--- config.mk ---
export PLATFORM = sky130hd
export DESIGN_NAME = sync_fifo
export DESIGN_NICKNAME = d
export VERILOG_FILES = /design/src/sync_fifo.sv
export SDC_FILE = /design/constraint.sdc
export NUM_CORES = 1
export LEC_CHECK = 0
export BUFFER_PORTS_ARGS = -buffer_cell sky130_fd_sc_hd__buf_2
export CAP_MARGIN = 20
export CORE_UTILIZATION = 51
export CTS_CLUSTER_DIAMETER = 100
export CTS_CLUSTER_SIZE = 30
export DETAILED_ROUTE_END_ITERATION = 8
export GPL_ROUTABILITY_DRIVEN = 1
export PLACE_DENSITY_LB_ADDON = 0.25
export SLEW_MARGIN = 20
export SYNTH_ARGS = -nofsm -noshare
export SYNTH_HDL_FRONTEND = slang
export SYNTH_SLANG_ARGS = --single-unit
--- constraint.sdc ---
create_clock -name wr_en -period 2.5 [get_ports wr_en]
set_input_delay 0.25 -clock wr_en [delete_from_list [all_inputs] [get_ports wr_en]]
set_output_delay 0.25 -clock wr_en [all_outputs]
set_load 0.02 [all_outputs]
--- src/sync_fifo.sv ---
module sync_fifo #(
    parameter type T     = logic,
    parameter int  DEPTH = 8
) (
    input  logic wr_en,
    input  logic reset,
    input  logic push,
    input  T     din,
    input  logic pop,
    output T     dout,
    output logic valid,
    output logic full
);
    localparam int W_PTR = (DEPTH > 1) ? $clog2(DEPTH) : 1;
    localparam int W_CNT = $clog2(DEPTH + 1);

    T                 mem [DEPTH];
    logic [W_PTR-1:0] wr_ptr;
    logic [W_PTR-1:0] rd_ptr;
    logic [W_CNT-1:0] count;
    logic             do_push;
    logic             do_pop;

    // Pop without an entry is ignored, a full queue still takes a push when it pops
    assign do_pop  = pop && valid;
    assign do_push = push && (!full || do_pop);

    assign valid = (count != '0);
    assign full  = (count == W_CNT'(DEPTH));
    assign dout  = mem[rd_ptr];

    always_ff @(posedge wr_en) begin
        if (do_push) begin
            mem[wr_ptr] <= din;
        end
    end

    always_ff @(posedge wr_en) begin
        if (reset) begin
            wr_ptr <= '0;
            rd_ptr <= '0;
            count  <= '0;
        end else begin
            if (do_push) begin
                wr_ptr <= (wr_ptr == W_PTR'(DEPTH - 1)) ? '0 : wr_ptr + 1'b1;
            end
            if (do_pop) begin
                rd_ptr <= (rd_ptr == W_PTR'(DEPTH - 1)) ? '0 : rd_ptr + 1'b1;
            end
            if (do_push && !do_pop) begin
                count <= count + 1'b1;
            end else if (do_pop && !do_push) begin
                count <= count - 1'b1;
            end
        end
    end

endmodule

Word level (Yosys, flattened, before mapping)
Memory sizes are Yosys's and may differ from the RTL's. A register that Yosys moved wholly into a read port is not among the register bits. Cells that the tools add are included.

Bits in registers: 10. Bits in writable memories: 8. Input bits: 5. Output and inout port bits: 3. Memories kept: 1.

Add/subtract/negate cells: 4. Equal/unequal tests: 3. Mux-type cells: 8. Reduce and logical (&&, ||, !) cells: 10.

Memory list: mem (words 8, width 1, read ports 1, clocked after Yosys merged registers in 1, wr ports 1, RTL line 17) `T mem [DEPTH];`.

Operators by type and width (count): $mux W3 (4); $mux W4 (2); $add A3 B1 Y3 const B (2); $eq A3 B3 Y1 const B (2); $add A4 B1 Y4 const B (1); $eq A4 B4 Y1 const B (1); $logic_and A1 B1 Y1 (4); $reduce_bool A4 Y1 (1); $sub A4 B1 Y4 const B (1); $logic_not A1 Y1 (3); $mux W1 (2); $reduce_bool A2 Y1 (1); $logic_or A1 B1 Y1 (1).

Depth between registers and ports, before layout
Depth after elaboration: 8. Gate-level depth with buffers: 10. Depth with buffers taken out: 10.

Least setup slack after synthesis
OpenSTA, ideal clock, no wires.

Kind: register to register. Start: reg count[0]. End: reg count[3]. Library setup time: 0.123 ns. Data arrival time: 2.514 ns. Required time: 2.377 ns. Slack: -0.137 ns. Cell stages (with the launch flop): 11. Buffers on the path: 0. Path through: dfxtp_1 -> or4b_4 -> o21ai_4 -> inv_2 -> ha_1 -> inv_1 -> ha_1 -> a21oi_1 -> a211oi_1 -> a31oi_1 -> mux2_1.

Word-level cells in the longest chain between the ends: 7. Elaborated cells between the ends (all ways): 15. Those cells by class: add/sub: 2; eq/ne: 1; mux: 2; reduce/logical: 10.

Ends and longest elaborated chain: from (decl) (RTL line 20) `logic [W_CNT-1:0] count;`; from (signal assigned) (RTL line 51) `count <= count + 1'b1;`; from (signal assigned) (RTL line 53) `count <= count - 1'b1;`; $eq A4 B4 Y1 / $reduce_bool A4 Y1 (equally long branches) (RTL line 29, 28); $logic_not A1 Y1 / $logic_and A1 B1 Y1 (equally long branches) (RTL line 26, 25); $logic_or A1 B1 Y1 (*) (RTL line 26) `assign do_push = push && (!full || do_pop);`; $logic_and A1 B1 Y1 (*) (RTL line 26); via do_push (RTL line 21) `logic do_push;`; $logic_not A1 Y1 (RTL line 52) `end else if (do_pop && !do_push) begin`; $logic_and A1 B1 Y1 (RTL line 52); $reduce_bool A2 Y1 (no source line).

The timed path passes the listed nets; every way through them passes the cells marked *. The select of a mux whose other input is x is not followed. A chain may end at the register's enable or synchronous reset.

Worst setup path after layout
Start: reg count[2]. End: reg count[3].

Same word-level chain as after synthesis.

==> results.json <==
{
  "hpwl_um": 1203,
  "wl_per_cell_um": 13.55,
  "slew_headroom": 0.7733,
  "drt_pass1_iterations": 4,
  "grt_pass1_wl_um": 2484,
  "cts_setup_buffers": 0,
  "powerDensity_mw_per_mm2": 941.0,
  "clock_sinks": 21,
  "ir_drop_mv": 0.5324,
  "die_area_mm2": 0.002080,
  "io_pins": 8,
  "crit_required_ns": 2.71,
  "ys_types": 29,
  "worst_pin_slew_ns": 0.3369,
  "syn-cell-area_um2": 969.7,
  "yosys_warnings": 0,
  "end_kind": "flip-flop",
  "port_buffers": 7,
  "htree_levels": 1,
  "antenna_found_initial": 0,
  "drc": 0,
  "status": "finished, final reports clean",
  "drt-vias-per-instance": 5.492,
  "setup_tns_ns": 0,
  "area_growth_pct": 18.06,
  "holdWs_ns": 0.2109,
  "start_util": 0.5556,
  "max_freq_ghz": 0.4146,
  "place.gp.congestion": 0.7480,
  "yosysTopAreaCellShare": 0.2684,
  "die_h_um": 45.61,
  "grt_pass1_vias": 582,
  "fin_worst_skew_ns": 0.007299,
  "numCtsBuffers": 3,
  "grt_use_total": 0.1787,
  "synth.avg_cell_area_um2": 11.15,
  "drive_gt1_frac": 0.3267,
  "synth_seq_cells": 21,
  "grt_max_degree": 13,
  "ant_nets": 0,
  "n_antenna_cell": 0,
  "hold_viol_final": 0,
  "vias": 692,
  "finalSetupViolCount": 0,
  "leakage_nw": 0.4477,
  "seq_area_frac_synth": 0.5161,
  "gr-total-overflow": 0,
  "placed_cells": 122,
  "die_w_um": 45.61,
  "postSynthNetCount": 100,
  "synthTopCellsByCount": "dfxtp_1 (13), nor2_1 (9), a21oi_1 (8), edfxtp_1 (8), nand2_1 (8)",
  "synth_most_common_cell": "dfxtp_1",
  "drt_iter0_markers": 14,
  "cts_tree": "built",
  "final_cell_count_no_fill": 126,
  "synth-async-reset-ratio": 0,
  "synth.largest_area_cell": "dfxtp_1",
  "cts_root_buf": "clkbuf_4",
  "synth-edff-count": 8,
  "critical_path_class": "flip-flop to flip-flop",
  "fin_crit_ns": 2.412,
  "final_nets": 115,
  "netlist_instances": 87,
  "drt_wl_total_um": 1707,
  "clockBufferDepth": 2,
  "crit_arrival_ns": 2.62,
  "synthTopCellsByArea": "dfxtp_1 (27%), edfxtp_1 (25%), ha_1 (9.0%), mux4_2 (4.6%), a21oi_1 (4.1%)",
  "clkTransAtPathRegs_ns": 0.12,
  "report.final.slew_viol_count": 0,
  "crit_fanout": 4,
  "maxCapViolCount": 0,
  "coreArea_mm2": 0.001745,
  "rows": 15,
  "start_kind": "flip-flop",
  "ys.flop_type": "dfxtp_1",
  "r2r_slack_ns": 0.09,
  "clk_latency_ns": 0.31,
  "post-route-period-util": 0.9648,
  "hp-class": "input pin to flip-flop"
}
cells by family (layout without fill, tap and decap cells):
kind of cell,after synthesis,after routing,synth area share
AO/OA/AOI/OAI,11,11,0.07227
buffers and inverters,5,19,0.01936
XOR/XNOR,2,2,0.01807
flip-flops,21,21,0.5161
multiplexers,5,5,0.08000
adder cells (fa/ha/maj),8,8,0.1110
AND/OR/NAND/NOR,35,35,0.1832
layout make-up:
cell class              count  area (µm²)
fillers                   151       600.6
flip-flops and latches     21       504.2
multi-input cells          61       495.5
repair buffers             12       72.57
well taps                  25       31.28
clock buffers               3       22.52
inverters                   3       13.76
clock inverters             1       5.005
cells in the final DEF (no fill, tap or decap), types with 2 or more instances in the layout:
master	Yosys	final
nand2_1	8	8
a21oi_1	8	7
nand3_1	3	3
nand2b_1	2	2
buf_4	0	5
clkbuf_4	0	3
ha_4	0	2
ha_1	7	5
or3_1	2	2
mux4_2	2	2
dfxtp_2	0	3
edfxtp_1	8	8
dfxtp_1	13	10
nor3_1	4	4
nand2_2	2	2
buf_2	0	7
nor2_1	9	9
metrics by stage:
step | power (mW) | cell area, µm² | util | setup slack [ns]
2_1_floorplan | 0.7450 | 989.7 | - | 0.004480
3_3_place_gp | 0.8398 | 1086 | 0.6222 | 0.09924
3_5_place_dp | 0.8603 | 1086 | 0.6222 | 0.04196
4_1_cts | 1.022 | 1114 | 0.6380 | 0.02267
5_1_grt | 1.137 | 1145 | 0.6559 | -0.0006106
6_report | 1.077 | 1145 | 0.6559 | 0.08800
worst paths after layout:
kind              startpoint   endpoint  cells past startpoint
setup / recovery    count[2]   count[3]                     10
hold / removal           din     mem[0]                      1
hold reg to reg    rd_ptr[1]  rd_ptr[1]                      2
setup reg to reg    count[2]   count[3]                     10
per-layer routing:
layer,GRT usage,wire (µm),vias up
met1,0.2231,766,335
met5,0,0,-
met4,0.1273,42,0
met3,0.03571,43,5
met2,0.2743,854,9
li1,-,-,343
timing repair:
| action | 4_1_cts | 5_1_grt |
|---|---|---|
| hold endpoints to repair | 0 | 0 |
| endpoints found under the setup margin | 0 | 1 |
| gates resized for setup | 0 | 7 |
| hold buffers | 0 | 0 |
critical path, cell delays in order (launching register included):
cell and delay, ns:
dfxtp_2 0.34, or4b_4 0.55, o21ai_4 0.15, inv_2 0.07, ha_4 0.17, inv_4 0.08, ha_4 0.21, a21oi_4 0.16
a211oi_2 0.08, a31oi_1 0.15, mux2_1 0.34
power breakdown:
part / total, mW / internal (mW) / leakage (nW) / switching (mW)
combinational: 0.463 / 0.228 / 0.250 / 0.235
sequential: 0.450 / 0.409 / 0.180 / 0.0406
clock: 0.165 / 0.0599 / 0.0177 / 0.105
total: 1.08 / 0.697 / 0.448 / 0.381
Note: power is estimated with default switching activity, not from simulation.
