==> config.mk <==
export PLATFORM = sky130hd
export DESIGN_NAME = output_router
export DESIGN_NICKNAME = d
export VERILOG_FILES = /design/src/pid_pkg.sv /design/src/output_router.sv
export VERILOG_INCLUDE_DIRS = /design/src /design/src/src
export SDC_FILE = /design/constraint.sdc
export NUM_CORES = 1
export LEC_CHECK = 0
export BUFFER_PORTS_ARGS = -buffer_cell sky130_fd_sc_hd__buf_2
export CORE_UTILIZATION = 25
export DETAILED_ROUTE_END_ITERATION = 12
export MAX_ROUTING_LAYER = met4
export PLACE_DENSITY = 0.81
export REMOVE_ABC_BUFFERS = 1
export SLEW_MARGIN = 20
export SYNTH_ARGS = -nofsm -noshare
export SYNTH_HDL_FRONTEND = slang
export SYNTH_SLANG_ARGS = --single-unit
==> constraint.sdc <==
create_clock -name wr_en -period 0.8 [get_ports wr_en]
set_input_delay 0.04 -clock wr_en [delete_from_list [all_inputs] [get_ports wr_en]]
set_output_delay 0.04 -clock wr_en [all_outputs]
set_load 0.005 [all_outputs]
==> src/pid_config.svh <==
`ifndef PID_CONFIG_SVH
`define PID_CONFIG_SVH

// Channel space
`define PID_N_CHAN      8
`define PID_W_CHAN      3

// Datapath widths
`define PID_W_DATA      16
`define PID_W_COEF      16
`define PID_FRAC        8
`define PID_W_ACC       32

// Output mapping, DAC channels first and DDS right after
`define PID_N_DAC       4
`define PID_N_DDS       2
`define PID_W_DAC_CHAN  2
`define PID_W_DDS_SEL   1

// Command queue depth
`define PID_Q_DEPTH     8

// Register write port
`define PID_W_ADDR        3
`define PID_ADDR_SETPOINT 3'd0
`define PID_ADDR_KP       3'd1
`define PID_ADDR_KI       3'd2
`define PID_ADDR_KD       3'd3
`define PID_ADDR_LIMIT_HI 3'd4
`define PID_ADDR_LIMIT_LO 3'd5
`define PID_ADDR_CLEAR    3'd6

`endif

==> src/pid_pkg.sv <==
`include "pid_config.svh"

package pid_pkg;

    // One ADC sample with its channel tag
    typedef struct packed {
        logic                          stb;
        logic [`PID_W_CHAN-1:0]        chan;
        logic signed [`PID_W_DATA-1:0] data;
    } sample_t;

    // Register write port
    typedef struct packed {
        logic                   stb;
        logic [`PID_W_ADDR-1:0] addr;
        logic [`PID_W_CHAN-1:0] chan;
        logic [`PID_W_DATA-1:0] data;
    } cfg_wr_t;

    // Coefficients and limits of one channel
    typedef struct packed {
        logic signed [`PID_W_DATA-1:0] setpoint;
        logic signed [`PID_W_COEF-1:0] kp;
        logic signed [`PID_W_COEF-1:0] ki;
        logic signed [`PID_W_COEF-1:0] kd;
        logic signed [`PID_W_DATA-1:0] limit_hi;
        logic signed [`PID_W_DATA-1:0] limit_lo;
    } pid_param_t;

    typedef struct packed {
        logic                          stb;
        logic [`PID_W_CHAN-1:0]        chan;
        logic signed [`PID_W_DATA-1:0] data;
    } pid_result_t;

    // --------------------
    // Queue payloads

    typedef struct packed {
        logic [`PID_W_DAC_CHAN-1:0] chan;
        logic [`PID_W_DATA-1:0]     code;
    } dac_cmd_t;

    typedef struct packed {
        logic [`PID_W_DDS_SEL-1:0] sel;
        logic [`PID_W_DATA-1:0]    word;
    } dds_cmd_t;

endpackage

==> src/output_router.sv <==
`include "pid_config.svh"

module output_router
    import pid_pkg::*;
(
    input  logic        wr_en,
    input  logic        reset,
    input  pid_result_t result,
    output logic        dac_push,
    output dac_cmd_t    dac_data,
    input  logic        dac_full,
    output logic        dds_push,
    output dds_cmd_t    dds_data,
    input  logic        dds_full,
    output logic        dac_overflow,
    output logic        dds_overflow
);
    logic                   to_dac;
    logic                   to_dds;
    logic [`PID_W_CHAN-1:0] dds_idx;

    // Channel map: DAC block first, DDS block after it, the rest unused
    assign to_dac  = result.stb && (result.chan < `PID_W_CHAN'(`PID_N_DAC));
    assign to_dds  = result.stb && (result.chan >= `PID_W_CHAN'(`PID_N_DAC))
                     && (result.chan < `PID_W_CHAN'(`PID_N_DAC + `PID_N_DDS));
    assign dds_idx = result.chan - `PID_W_CHAN'(`PID_N_DAC);

    assign dac_data.chan = result.chan[`PID_W_DAC_CHAN-1:0];
    assign dac_data.code = result.data;
    assign dds_data.sel  = dds_idx[`PID_W_DDS_SEL-1:0];
    // Same bits, read as an unsigned tuning word
    assign dds_data.word = result.data;

    assign dac_push = to_dac && !dac_full;
    assign dds_push = to_dds && !dds_full;

    // Sticky drop flags
    always_ff @(posedge wr_en) begin
        if (reset) begin
            dac_overflow <= 1'b0;
            dds_overflow <= 1'b0;
        end else begin
            if (to_dac && dac_full) begin
                dac_overflow <= 1'b1;
            end
            if (to_dds && dds_full) begin
                dds_overflow <= 1'b1;
            end
        end
    end

endmodule

# After elaboration in Yosys (flattened, before gate mapping)
# Index checks and enable logic that the tools add are counted.
[totals]
elab_cells = 15
register_bits = 2
output_inout_bits = 39
in_bits = 24
[classes]
add_sub_neg = 1
n_lt_le_gt_ge = 3
n_reduce_logical = 9
[op_table]
columns = ["op", "count"]
rows = [
  ["$logic_and A1 B1 Y1", 7],
  ["$lt A3 B3 Y1 const B", 2],
  ["$ge A3 B3 Y1 const B", 1],
  ["$logic_not A1 Y1", 2],
  ["$sub A1 B1 Y1 const B", 1],
]

# Logic depth before layout (Yosys ltp)
[depth]
depth_word = 4
ltp_mapped = 2
mapped_depth_nobuf = 2

# Worst setup path after synthesis
# No wires, ideal clock.
[synth_path]
path_type = "register -> register"
from = "reg dds_overflow (netlist name)"
to = "reg dds_overflow"
synth_period_minus_slack_ns = 0.518
arrival_ns = 0.448
setup_time_ns = 0.070
path_buffers = 0
required_time_ns = 0.730
path_slack_ns = 0.282
path_stages_with_launch = 3
path_cell_list = "dfxtp_1 inv_1 a21oi_1"
[synth_lines]
columns = ["element", "line", "text"]
rows = [
  ["end signal, assigned", "output_router.sv:41", "dds_overflow <= 1'b0;"],
  ["end signal, assigned", "output_router.sv:47", "dds_overflow <= 1'b1;"],
  ["end, declared", "output_router.sv:16", "output logic dds_overflow"],
]

# Worst setup path after layout
[layout_path]
from = "reg dac_overflow"
to = "out dac_overflow"
[layout_lines]
columns = ["element", "line", "text"]
rows = [
  ["start, declared", "output_router.sv:15", "output logic dac_overflow,"],
  ["start signal, assigned", "output_router.sv:40", "dac_overflow <= 1'b0;"],
  ["start signal, assigned", "output_router.sv:44", "dac_overflow <= 1'b1;"],
]
# No word-level cell between the ends.

==> out/results.ini <==
[timing]
slew_headroom_pct = 89.3
layout_setup_ws_ns = 0.107
clock.fmax_ghz = 1.44
hold_violations = 0
rsz0062_at_grt = false
tns_ns = 0
slew_violations = 0
setup_viol = 0
finalCritPeriodShare_pct = 86.7
hold_ws_ns = 0.0800
tightest_slew_ns = 0.160
fin_skew_ns = 0
min_period_ns = 0.693

[clock_tree]
clock_latency_ns = 0.22
holdBufCountCts = 1
cts_resized = 0
clockRootBuffer = clkbuf_4
path_clk_slew_ns = 0.03
post_cts_buffers = 0
clock-sinks = 2
cts_htree_levels = 1
cts_made_buffers = 3
clockBufferDepth = 2
cts_tree = built

[synth]
synth_area_leaders = buf_4 74%, dfxtp_1 11%, a21oi_1 2.8%, nand4b_1 2.5%, inv_1 2.1%
synth_cell_type_count = 9
syn_inst = 46
synth_top_area_share_pct = 74.5
synth_top_area_cell = buf_4
ys_warn_count = 0
synth-seq-cells = 2
syn_avg_cell_area_sq_um = 7.67
ys_seq_area_share_pct = 11.3
synthesis.area_sq_um = 353

[floorplanning]
die_width_um = 39.6
io_pins = 63
core.rowCount = 13
core_sq_mm = 0.00130
fp.dieArea_sq_mm = 0.00157
chipHeight_um = 39.6
initial_core_util_pct = 27.1

[routing]
firstDrtPassIters = 1
num_vias = 189
drt_iter0_drc = 0
drt-wirelength-per-cell_um = 25.9
drc = 0
ant_nets = 0
drt-total-wl_um = 1060
via_per_inst = 4.61

[power_and_ir_drop]
comb_power_share_pct = 12.7
p_leak_nw = 0.0950
peakVddDrop_mv = 0.481
p_int_uw = 298
seq_power_share_pct = 28.4
p_sw_uw = 78.9
power.density_mw_per_mm2 = 1920
sw_frac_of_total_pct = 21.0
clockPowerShare_pct = 59.0

[finish]
seqCellArea_sq_um = 40.0
final_nets = 52
drive_gt1_share_pct = 53.8
fin_area_sq_um = 196
num_antenna_cells = 0
layout.cells.non_filler = 41
area_growth_pct = -44.3
multiInputGateArea_sq_um = 42.5
nFillCells = 162

[grt]
grt-ovfl-total = 0
antenna_found_initial = 0
grt_max_degree = 5
grt_pass1_wl_um = 1310
grt_pass1_vias = 203
grt.total_usage_pct = 14.2

[placement]
pre_cts_ws_ns = 0.268
place.gp.congestion = 0.836
io_buffers = 11
dpl-instance-area_sq_um = 164
dp_cells = 37

[setup_path]
max_stage_delay_ns = 0.31
critPathKind = reg2out
arrival_ns = 0.65
critical_path.max_fanout = 2
slowest_stage = dfxtp_1
end_kind = primary output
required_ns = 0.76
path_delay_family = flip-flops
cp-start-kind = register
path_cells = buf_2
cp.buffers_inverters = 1

[status]
status = finished clean

[hold_path]
hold_path.class = in2out

[job]
maxCapViolCount = 0

[layout make-up]
class / instances / area share [%]
repair buffers: 12 / 33.1
multi-input cells: 7 / 21.7
flip-flops and latches: 2 / 20.4
clock buffers: 3 / 11.5
well taps: 15 / 9.55
inverters: 2 / 3.82
[sequential cells by signal, summed over array words and instances (netlist names)]
signal        cells
dds_overflow      1
dac_overflow      1
[cells in the final DEF (no fill, tap or decap)]
cell           count
nor3_1             1
inv_1              2
dfxtp_1            2
dlygate4sd3_1      1
nand2_1            1
nand3b_1           1
nor3b_1            1
buf_2             11
a21oi_1            2
clkbuf_4           3
nand4b_1           1
[power groups by stage]
stage	clock network, mW	registers (mW)	logic (mW)
detailed placement	0	0.108	0.0450
finish	0.222	0.107	0.0476
global route	0.240	0.108	0.0529
CTS	0.237	0.107	0.0487
global placement	0	0.108	0.0442
floorplan	0	0.109	0.0108
[synth_stat cells]
library cell,count
dfxtp_1,2
a21oi_1,2
nand3b_1,1
inv_1,2
nand4b_1,1
buf_4,35
nand2_1,1
nor3b_1,1
nor3_1,1
[worst paths after layout]
check	from	to	slack, ns	cells after the start
hold / removal	result[7]	dds_data[7]	0.08	0
setup / recovery	dac_overflow$_SDFFE_PP0P_	dac_overflow	0.11	1
setup reg to reg	dac_overflow$_SDFFE_PP0P_	dac_overflow$_SDFFE_PP0P_	0.28	2
hold reg to reg	dds_overflow$_SDFFE_PP0P_	dds_overflow$_SDFFE_PP0P_	0.43	2
[per-stage QoR]
stage | total power, mW | utilization [%]
after floorplan | 0.120 | -
after global placement | 0.152 | 12.6
after detailed placement | 0.153 | 12.6
after CTS | 0.393 | 15.1
after global routing | 0.400 | 15.1
final | 0.376 | 15.1
[cell families (layout without fill, tap and decap cells)]
group | after synthesis | count (layout) | synth area share, %
buffers and inverters | 37 | 17 | 76.6
and+or+nand+nor | 5 | 5 | 9.22
AOI/OAI and AO/OA | 2 | 2 | 2.84
DFF | 2 | 2 | 11.3
[per-layer routing]
layer / wire length [um] / part of all wire [%] / up-vias / track usage (%)
li1: - / - / 69 / -
met1: 300 / 28 / 81 / 9.80
met2: 423 / 40 / 39 / 18.9
met3: 338 / 32 / 0 / 21.0
met4: 0 / 0 / 0 / 5.17
met5: 0 / 0 / - / -
Note: power is estimated with default switching activity, not from simulation.
