### config.mk
export PLATFORM = sky130hd
export DESIGN_NAME = pid_pipeline
export DESIGN_NICKNAME = d
export VERILOG_FILES = /design/src/pid_pkg.sv /design/src/pid_pipeline.sv
export VERILOG_INCLUDE_DIRS = /design/src /design/src/src
export SDC_FILE = /design/constraint.sdc
export NUM_CORES = 2
export LEC_CHECK = 0
export BUFFER_PORTS_ARGS = -buffer_cell sky130_fd_sc_hd__buf_2
export CAP_MARGIN = 30
export CORE_ASPECT_RATIO = 1.4
export CORE_MARGIN = 2
export CORE_UTILIZATION = 25
export DETAILED_ROUTE_END_ITERATION = 16
export PLACE_DENSITY = 0.39
export REMOVE_ABC_BUFFERS = 1
export SYNTH_ARGS = -nofsm -noshare
export SYNTH_HDL_FRONTEND = slang
export SYNTH_SLANG_ARGS = --single-unit
### constraint.sdc
create_clock -name wr_en -period 18.3 [get_ports wr_en]
set_clock_uncertainty 0.2 [all_clocks]
set_input_delay 0.915 -clock wr_en [delete_from_list [all_inputs] [get_ports wr_en]]
set_output_delay 0.915 -clock wr_en [all_outputs]
set_load 0.1 [all_outputs]
### src/pid_config.svh
`ifndef PID_CONFIG_SVH
`define PID_CONFIG_SVH

// Channel space
`define PID_N_CHAN      8
`define PID_W_CHAN      3

// Datapath widths
`define PID_W_DATA      16
`define PID_W_COEF      16
`define PID_FRAC        8
`define PID_W_ACC       32

// Output mapping, DAC channels first and DDS right after
`define PID_N_DAC       4
`define PID_N_DDS       2
`define PID_W_DAC_CHAN  2
`define PID_W_DDS_SEL   1

// Command queue depth
`define PID_Q_DEPTH     8

// Register write port
`define PID_W_ADDR        3
`define PID_ADDR_SETPOINT 3'd0
`define PID_ADDR_KP       3'd1
`define PID_ADDR_KI       3'd2
`define PID_ADDR_KD       3'd3
`define PID_ADDR_LIMIT_HI 3'd4
`define PID_ADDR_LIMIT_LO 3'd5
`define PID_ADDR_CLEAR    3'd6

`endif

### src/pid_pkg.sv
`include "pid_config.svh"

package pid_pkg;

    // One ADC sample with its channel tag
    typedef struct packed {
        logic                          stb;
        logic [`PID_W_CHAN-1:0]        chan;
        logic signed [`PID_W_DATA-1:0] data;
    } sample_t;

    // Register write port
    typedef struct packed {
        logic                   stb;
        logic [`PID_W_ADDR-1:0] addr;
        logic [`PID_W_CHAN-1:0] chan;
        logic [`PID_W_DATA-1:0] data;
    } cfg_wr_t;

    // Coefficients and limits of one channel
    typedef struct packed {
        logic signed [`PID_W_DATA-1:0] setpoint;
        logic signed [`PID_W_COEF-1:0] kp;
        logic signed [`PID_W_COEF-1:0] ki;
        logic signed [`PID_W_COEF-1:0] kd;
        logic signed [`PID_W_DATA-1:0] limit_hi;
        logic signed [`PID_W_DATA-1:0] limit_lo;
    } pid_param_t;

    typedef struct packed {
        logic                          stb;
        logic [`PID_W_CHAN-1:0]        chan;
        logic signed [`PID_W_DATA-1:0] data;
    } pid_result_t;

    // --------------------
    // Queue payloads

    typedef struct packed {
        logic [`PID_W_DAC_CHAN-1:0] chan;
        logic [`PID_W_DATA-1:0]     code;
    } dac_cmd_t;

    typedef struct packed {
        logic [`PID_W_DDS_SEL-1:0] sel;
        logic [`PID_W_DATA-1:0]    word;
    } dds_cmd_t;

endpackage

### src/pid_pipeline.sv
`include "pid_config.svh"

module pid_pipeline
    import pid_pkg::*;
(
    input  logic                   wr_en,
    input  logic                   reset,
    input  sample_t                sample,
    output logic [`PID_W_CHAN-1:0] rd_chan,
    input  pid_param_t             param,
    input  logic                   clear,
    input  logic [`PID_W_CHAN-1:0] clear_chan,
    output pid_result_t            result
);
    localparam int W_ERR  = `PID_W_DATA + 1;
    localparam int W_DIFF = W_ERR + 1;
    localparam int W_SUM  = `PID_W_COEF + `PID_W_ACC + 2;

    logic                          s1_stb;
    logic [`PID_W_CHAN-1:0]        s1_chan;
    pid_param_t                    s1_param;
    logic signed [W_ERR-1:0]       s1_err;
    logic signed [W_ERR-1:0]       err_now;

    logic signed [`PID_W_ACC-1:0]  acc_mem [`PID_N_CHAN];
    logic signed [W_ERR-1:0]       eprev_mem [`PID_N_CHAN];
    logic signed [`PID_W_ACC-1:0]  acc_new;
    logic signed [W_DIFF-1:0]      diff_now;

    logic                          s2_stb;
    logic [`PID_W_CHAN-1:0]        s2_chan;
    logic signed [W_ERR-1:0]       s2_err;
    logic signed [`PID_W_ACC-1:0]  s2_acc;
    logic signed [W_DIFF-1:0]      s2_diff;
    pid_param_t                    s2_param;

    logic                          s3_stb;
    logic [`PID_W_CHAN-1:0]        s3_chan;
    logic signed [W_SUM-1:0]       s3_p;
    logic signed [W_SUM-1:0]       s3_i;
    logic signed [W_SUM-1:0]       s3_d;
    logic signed [`PID_W_DATA-1:0] s3_hi;
    logic signed [`PID_W_DATA-1:0] s3_lo;

    logic signed [W_SUM-1:0]       sum;
    logic signed [W_SUM-1:0]       shifted;
    logic signed [`PID_W_DATA-1:0] clamped;
    logic                          res_stb;
    logic [`PID_W_CHAN-1:0]        res_chan;
    logic signed [`PID_W_DATA-1:0] res_data;

    // Strobes of all four stages
    always_ff @(posedge wr_en) begin
        if (reset) begin
            s1_stb  <= 1'b0;
            s2_stb  <= 1'b0;
            s3_stb  <= 1'b0;
            res_stb <= 1'b0;
        end else begin
            s1_stb  <= sample.stb;
            s2_stb  <= s1_stb;
            s3_stb  <= s2_stb;
            res_stb <= s3_stb;
        end
    end

    // --------------------
    // Stage 1 lookup and error
    assign rd_chan = sample.chan;
    assign err_now = W_ERR'($signed(param.setpoint)) - W_ERR'($signed(sample.data));

    always_ff @(posedge wr_en) begin
        s1_chan  <= sample.chan;
        s1_param <= param;
        s1_err   <= err_now;
    end

    // --------------------
    // Stage 2 per-channel state, written back so the next sample sees it
    assign acc_new  = acc_mem[s1_chan] + `PID_W_ACC'(s1_err);
    assign diff_now = W_DIFF'(s1_err) - W_DIFF'(eprev_mem[s1_chan]);

    always_ff @(posedge wr_en) begin
        if (reset) begin
            for (int i = 0; i < `PID_N_CHAN; i++) begin
                acc_mem[i]   <= '0;
                eprev_mem[i] <= '0;
            end
        end else begin
            if (s1_stb) begin
                acc_mem[s1_chan]   <= acc_new;
                eprev_mem[s1_chan] <= s1_err;
            end
            // A clear wins over an update in the same cycle
            if (clear) begin
                acc_mem[clear_chan]   <= '0;
                eprev_mem[clear_chan] <= '0;
            end
        end
    end

    always_ff @(posedge wr_en) begin
        s2_chan  <= s1_chan;
        s2_err   <= s1_err;
        s2_acc   <= acc_new;
        s2_diff  <= diff_now;
        s2_param <= s1_param;
    end

    // --------------------
    // Stage 3 products
    always_ff @(posedge wr_en) begin
        s3_chan <= s2_chan;
        s3_p    <= $signed(s2_param.kp) * s2_err;
        s3_i    <= $signed(s2_param.ki) * s2_acc;
        s3_d    <= $signed(s2_param.kd) * s2_diff;
        s3_hi   <= s2_param.limit_hi;
        s3_lo   <= s2_param.limit_lo;
    end

    // --------------------
    // Stage 4 sum, scale, clamp
    assign sum     = s3_p + s3_i + s3_d;
    assign shifted = sum >>> `PID_FRAC;

    always_comb begin
        if (shifted > W_SUM'(s3_hi)) begin
            clamped = s3_hi;
        end else if (shifted < W_SUM'(s3_lo)) begin
            clamped = s3_lo;
        end else begin
            clamped = shifted[`PID_W_DATA-1:0];
        end
    end

    always_ff @(posedge wr_en) begin
        res_chan <= s3_chan;
        res_data <= clamped;
    end

    assign result.stb  = res_stb;
    assign result.chan = res_chan;
    assign result.data = res_data;

endmodule

### Word level (Yosys, flattened, before mapping)

Memory sizes are Yosys's and may differ from the RTL's. A register that Yosys moved wholly into a read port is not among the register bits.
Cells that the tools add are included.

| word-level totals | value |
|---|---|
| bits in registers | 423 |
| bits in writable memories | 392 |
| input bits | 122 |
| memories | 2 |

Memories:

| memory | words | bits a word | read ports | clocked after memory_dff | wr ports | RTL line | RTL |
|---|---|---|---|---|---|---|---|
| acc_mem | 8 | 32 | 1 | 1 | 8 | pid_pipeline.sv:25 | `` logic signed [`PID_W_ACC-1:0] acc_mem [`PID_N_CHAN]; `` |
| eprev_mem | 8 | 17 | 1 | 1 | 8 | pid_pipeline.sv:26 | `` logic signed [W_ERR-1:0] eprev_mem [`PID_N_CHAN]; `` |

| operators by class | value |
|---|---|
| add/sub/neg operators | 5 |
| multiply operators | 3 |
| $lt $le $gt $ge | 2 |
| multiplexer cells | 22 |
| reduce and logical (&&, ||, !) cells | 4 |

Operators with widths:

| operator | count |
|---|---|
| 2-to-1 mux 32 bit | 2 |
| OR reduction 32 bit | 2 |
| adder 49 x 34 -> 50 bit | 1 |
| adder 33 x 48 -> 49 bit | 1 |
| multiplier 16 x 32 -> 48 bit | 1 |
| greater-than comparator 42 x 16 -> 1 bit | 1 |
| less-than comparator 42 x 16 -> 1 bit | 1 |
| multiplier 16 x 18 -> 34 bit | 1 |
| 2-to-1 mux 17 bit | 2 |
| OR reduction 17 bit | 2 |
| multiplier 16 x 17 -> 33 bit | 1 |
| adder 32 x 17 -> 32 bit | 1 |
| 2-to-1 mux 16 bit | 2 |
| subtractor 17 x 17 -> 18 bit | 1 |
| subtractor 16 x 16 -> 17 bit | 1 |
| 2-to-1 mux 1 bit | 12 |
| 2-to-1 mux 3 bit | 4 |

### Logic depth before layout (Yosys ltp)

| logic depth | value |
|---|---|
| depth in word-level cells | 5 |
| mapped depth | 27 |
| depth with buffers taken out | 25 |

### Worst setup path before layout

No wires, ideal clock.

| timing path | value |
|---|---|
| path type | register to register |
| from | register s2_acc[7] |
| to | register s3_i[44] |
| library setup time | 0.127 ns |
| arrival | 6.386 ns |
| required time | 17.973 ns |
| path slack | 11.587 ns |
| stages on the path, launching flop included | 25 |
| path buffers | 1 |
| clock period less this slack | 6.713 ns |
| path through | dfxtp_1 > clkbuf_1 > nand2_1 > fa_1 > inv_1 > fa_1 > inv_1 > fa_1 > inv_1 > fa_1 > inv_1 > fa_1 > fa_1 > inv_1 > ha_1 > a2111oi_0 > o21a_1 > o31ai_1 > a41o_1 > a31o_4 > a21bo_4 > a311oi_4 > o21ai_2 > and4_1 > or3_1 |

| between the ends | value |
|---|---|
| longest elaborated chain between the ends | 1 |

RTL lines:

| what | RTL line | RTL |
|---|---|---|
| from (decl) | pid_pipeline.sv:33 | `` logic signed [`PID_W_ACC-1:0] s2_acc; `` |
| from (signal assigned) | pid_pipeline.sv:105 | `s2_acc <= acc_new;` |
| multiplier 16 x 32 -> 48 bit | pid_pipeline.sv:115 | `s3_i <= $signed(s2_param.ki) * s2_acc;` |
| to (signal assigned) | pid_pipeline.sv:115 |  |
| to (decl) | pid_pipeline.sv:40 | `logic signed [W_SUM-1:0] s3_i;` |

Every way passes these cells.
A chain may end at the register's enable or synchronous reset.

### Worst setup path in the final report

| timing path | value |
|---|---|
| from | register s2_param[63] (netlist bit) |
| to | register s3_i[44] |

| between the ends | value |
|---|---|
| longest elaborated chain between the ends | 1 |

RTL lines:

| what | RTL line | RTL |
|---|---|---|
| from (decl) | pid_pipeline.sv:35 | `pid_param_t s2_param;` |
| from (signal assigned) | pid_pipeline.sv:107 | `s2_param <= s1_param;` |
| multiplier 16 x 32 -> 48 bit | pid_pipeline.sv:115 |  |

Every way passes these cells.

==> key figures <==
Route
  – Initial DRC Count: 3308
  – Highest layer used for signal routing: met5
  – Average vias per placed instance: 4.64
  – Vias: 54000
  – DRC: 0
  – Routed wire per std cell: 21.3 um
  – Met2 routed WL: 132000 um
  – 1st-pass router iterations: 6
  – Routed met3 length: 10400 um
  – Post-DRT Antenna Nets: 0
  – WL met1: 97000 um
  – Final WL: 248000 um

GRT
  – GR Overflow Total: 0
  – Global-route wire length before repair: 375000 um
  – Overall Global Routing Usage: 17.1%
  – Largest net degree at the start of global routing: 210
  – Initial antenna violation count: 18
  – Vias in the first global route: 58700

Timing
  – Fmax: about 0.13 GHz
  – Fin. max-slew vios: 0
  – Setup TNS: 0 ns
  – Max-slew headroom: 23.1%
  – RSZ-0062 raised after global routing: false
  – Crit share post-route: between 40% and 50%
  – Final setup vio count: 0
  – Worst-Margin Slew: around 1.2 ns
  – Hold Vio Cnt, Final: 0
  – Final min period: 7.48 ns

Yosys
  – Main combinational cell family by area after synthesis: adder cells
  – Top cell type's share of synthesized area: 30.8%
  – Mapped Avg Cell Area: 9.10 um2
  – Simple-gate portion of the synthesized area: 15.2%
  – Yosys warning total: 0
  – Mapped cell area: 71600 um2
  – Yosys cell types: slightly below 80
  – Area leader, netlist: fa_1
  – Seq/Total Area, Yosys: 22.8%
  – XOR/XNOR Fraction of Synth Area: 2.62%
  – Ys flop type: dfxtp_1
  – Syn Inst Count: 7859
  – Top cells by area, synth: fa_1, dfxtp_1, ha_1
  – Post-synthesis mux area share: 0.561%
  – Synth Register Bits: roughly 800
  – Fraction of the mapped netlist area in adder cells: 39.2%
  – Asr flop ratio synth: 0%
  – Post-synth EDFFs: 0
  – Synth Area in Compound Gates: between 10% and 20%

Critical path
  – FF-to-FF path depth: 22
  – RR Startpoint: s2_param[63]
  – Worst Path Max Fanout: 26
  – FF-to-FF End: s3_i[44]
  – Critical Path Max Stage Delay: 0.72 ns
  – Flop2flop setup slack: between 10 and 15 ns
  – Bufs and invs on worst path: 4
  – CP delay by family, top: adder cells
  – Required time of the critical path: 18.72 ns
  – CP Cell Sequence: clkinv_1, buf_4, nor2_1, fa_1, fa_1, fa_1, fa_1, fa_1, inv_1, fa_1, inv_1, ha_1, a2111oi_0, o21a_1, o31ai_1, a41o_1, a31o_4, a21bo_4, a311oi_4, o21ai_2, and4_1, or3_1
  – Worst Setup End Kind: flop
  – Slowest stage cell, crit path: dfxtp_1
  – Critical Path AT: around 8 ns
  – Most frequent cell on the critical path: fa_1
  – Setup crit start kind: flop
  – Setup CP Type: reg -> reg

Placed design
  – IO buf count: 144
  – HPWL after DPL: 178000 um
  – Placer Congestion: 0.813

Clock tree
  – TritonCTS Buffers: 97
  – Clock slew at reported path FFs: 0.07 ns
  – H-tree depth: 3
  – CTS max path bufs: 3
  – Clock Latency Late Sink: 0.75 ns
  – Clk sinks: 815
  – CTS tree: done
  – Clk root buf: clkbuf_16

Die
  – Die area: 291000 um2
  – Floorplan row count: 232
  – IO Pins: ~150
  – Die width: 456 um
  – Core Box Area: around 290000 um2
  – Die H: 637 um
  – Starting Density: 25.1%

Hold path
  – Worst hold path type: in -> reg
  – Hold Startpoint: param[19]
  – Hold worst-path end: s1_param[19]
  – Hold Path Depth: 1

Cells and area
  – Final #Nets: 9522
  – Layout cell share with drive strength beyond 1: under 10%
  – Area Growth Syn to Fin: 11.8%

Outcome
  – Status: finished clean

Flow run
  – Max-Cap Viols: 0
==> placed cells by master (no fill, tap or decap), types with 17 or more instances in the layout <==
master         n
a31oi_1       55
nand2_1     1001
nand4_1       57
o21ai_0       80
a221oi_1      17
buf_4        100
nand3_1      358
o32ai_1       32
xor2_1        52
fa_1        1102
nor2_1       233
ha_1         479
clkbuf_16     97
xnor2_1      160
o21a_1        33
mux2i_1       39
clkbuf_8      20
inv_1       1339
and2_1       411
a21o_1        93
nand2b_1      47
clkinvlp_4    18
or3_1         17
a22oi_1      167
and3_1        35
dfxtp_1      814
o21bai_1      31
a21oi_1      491
nor3_1        49
a211oi_1      37
nor2b_1       36
buf_2        148
==> metal layers <==
layer	GRT usage (%)	vias to the layer above
li1	-	24800
met1	19.8	27700
met2	32.3	1243
met3	1.94	326
met4	5.45	2
met5	0	-
==> synth_stat cells (all sizes together) (86+ instances only) <==
master	number
a21oi	492
inv	1340
fa	1102
a22oi	167
ha	479
nand3	358
clkbuf	354
nor2	237
and2	419
nand2	1009
xnor2	162
o21ai	86
dfxtp	815
a21o	93
==> sequential cells by signal, indices dropped and copies added, names as in the netlist, 17 cells and up <==
name       count
acc_mem      256
s2_acc        32
s2_diff       18
s3_d          34
s2_err        17
s3_p          33
s1_err        17
eprev_mem    136
s3_i          48
s1_param      80
s2_param      80
==> what timing repair did <==
item | in CTS | in global routing
hold buffers | 5 | 0
hold endpoints to repair | 5 | 0
resized for setup | 0 | 0
setup buffers | 0 | 0
==> worst max-delay path by stage <==
stage | from | end | slack [ns] | cells past startpoint
2_1_floorplan | reset | acc_mem[3][28] | 11.02 | 4
3_3_place_gp | s2_param[36] | s3_d[33] | 10.43 | 22
3_5_place_dp | s2_param[63] | s3_i[44] | 10.75 | 22
4_1_cts | s2_param[36] | s3_d[30] | 10.70 | 21
5_1_grt | s2_param[63] | s3_i[45] | 10.38 | 23
6_report | s2_param[63] | s3_i[44] | 10.82 | 22
==> area by class of cell <==
class                   instances  area [um2]
inverters                    1341        5040
fillers                     30300      205000
clock inverters                56         737
flip-flops and latches        815       16300
diodes                          4        10.0
repair buffers                258        1640
clock buffers                 122        2720
multi-input cells            5306       48800
well taps                    3744        4680
==> logic make-up after synthesis <==
group	Yosys count
compound gates	1159
mux	40
fa+ha+maj	1581
simple gates	2312
flops	815
xor+xnor	214
buf+inv	1738
==> through the flow <==
step | worst slack [ns] | hold slack [ns] | instances | utilization [%] | instance area (um2)
detailed placement | 10.75 | 0.112 | 11500 | 26.8 | 76400
finish | 10.82 | 0.0561 | 11600 | 28.1 | 80000
floorplan | 11.02 | 0.110 | 7462 | - | 70000
CTS | 10.70 | 0.00125 | 11600 | 28.0 | 79900
global placement | 10.43 | 0.110 | 11400 | 26.8 | 76300
global route | 10.38 | 0.0104 | 11600 | 28.1 | 80000
Power is left out: the tool's default activity adds up to more than one toggle a clock period on the data nets, which glitch-free logic cannot reach.
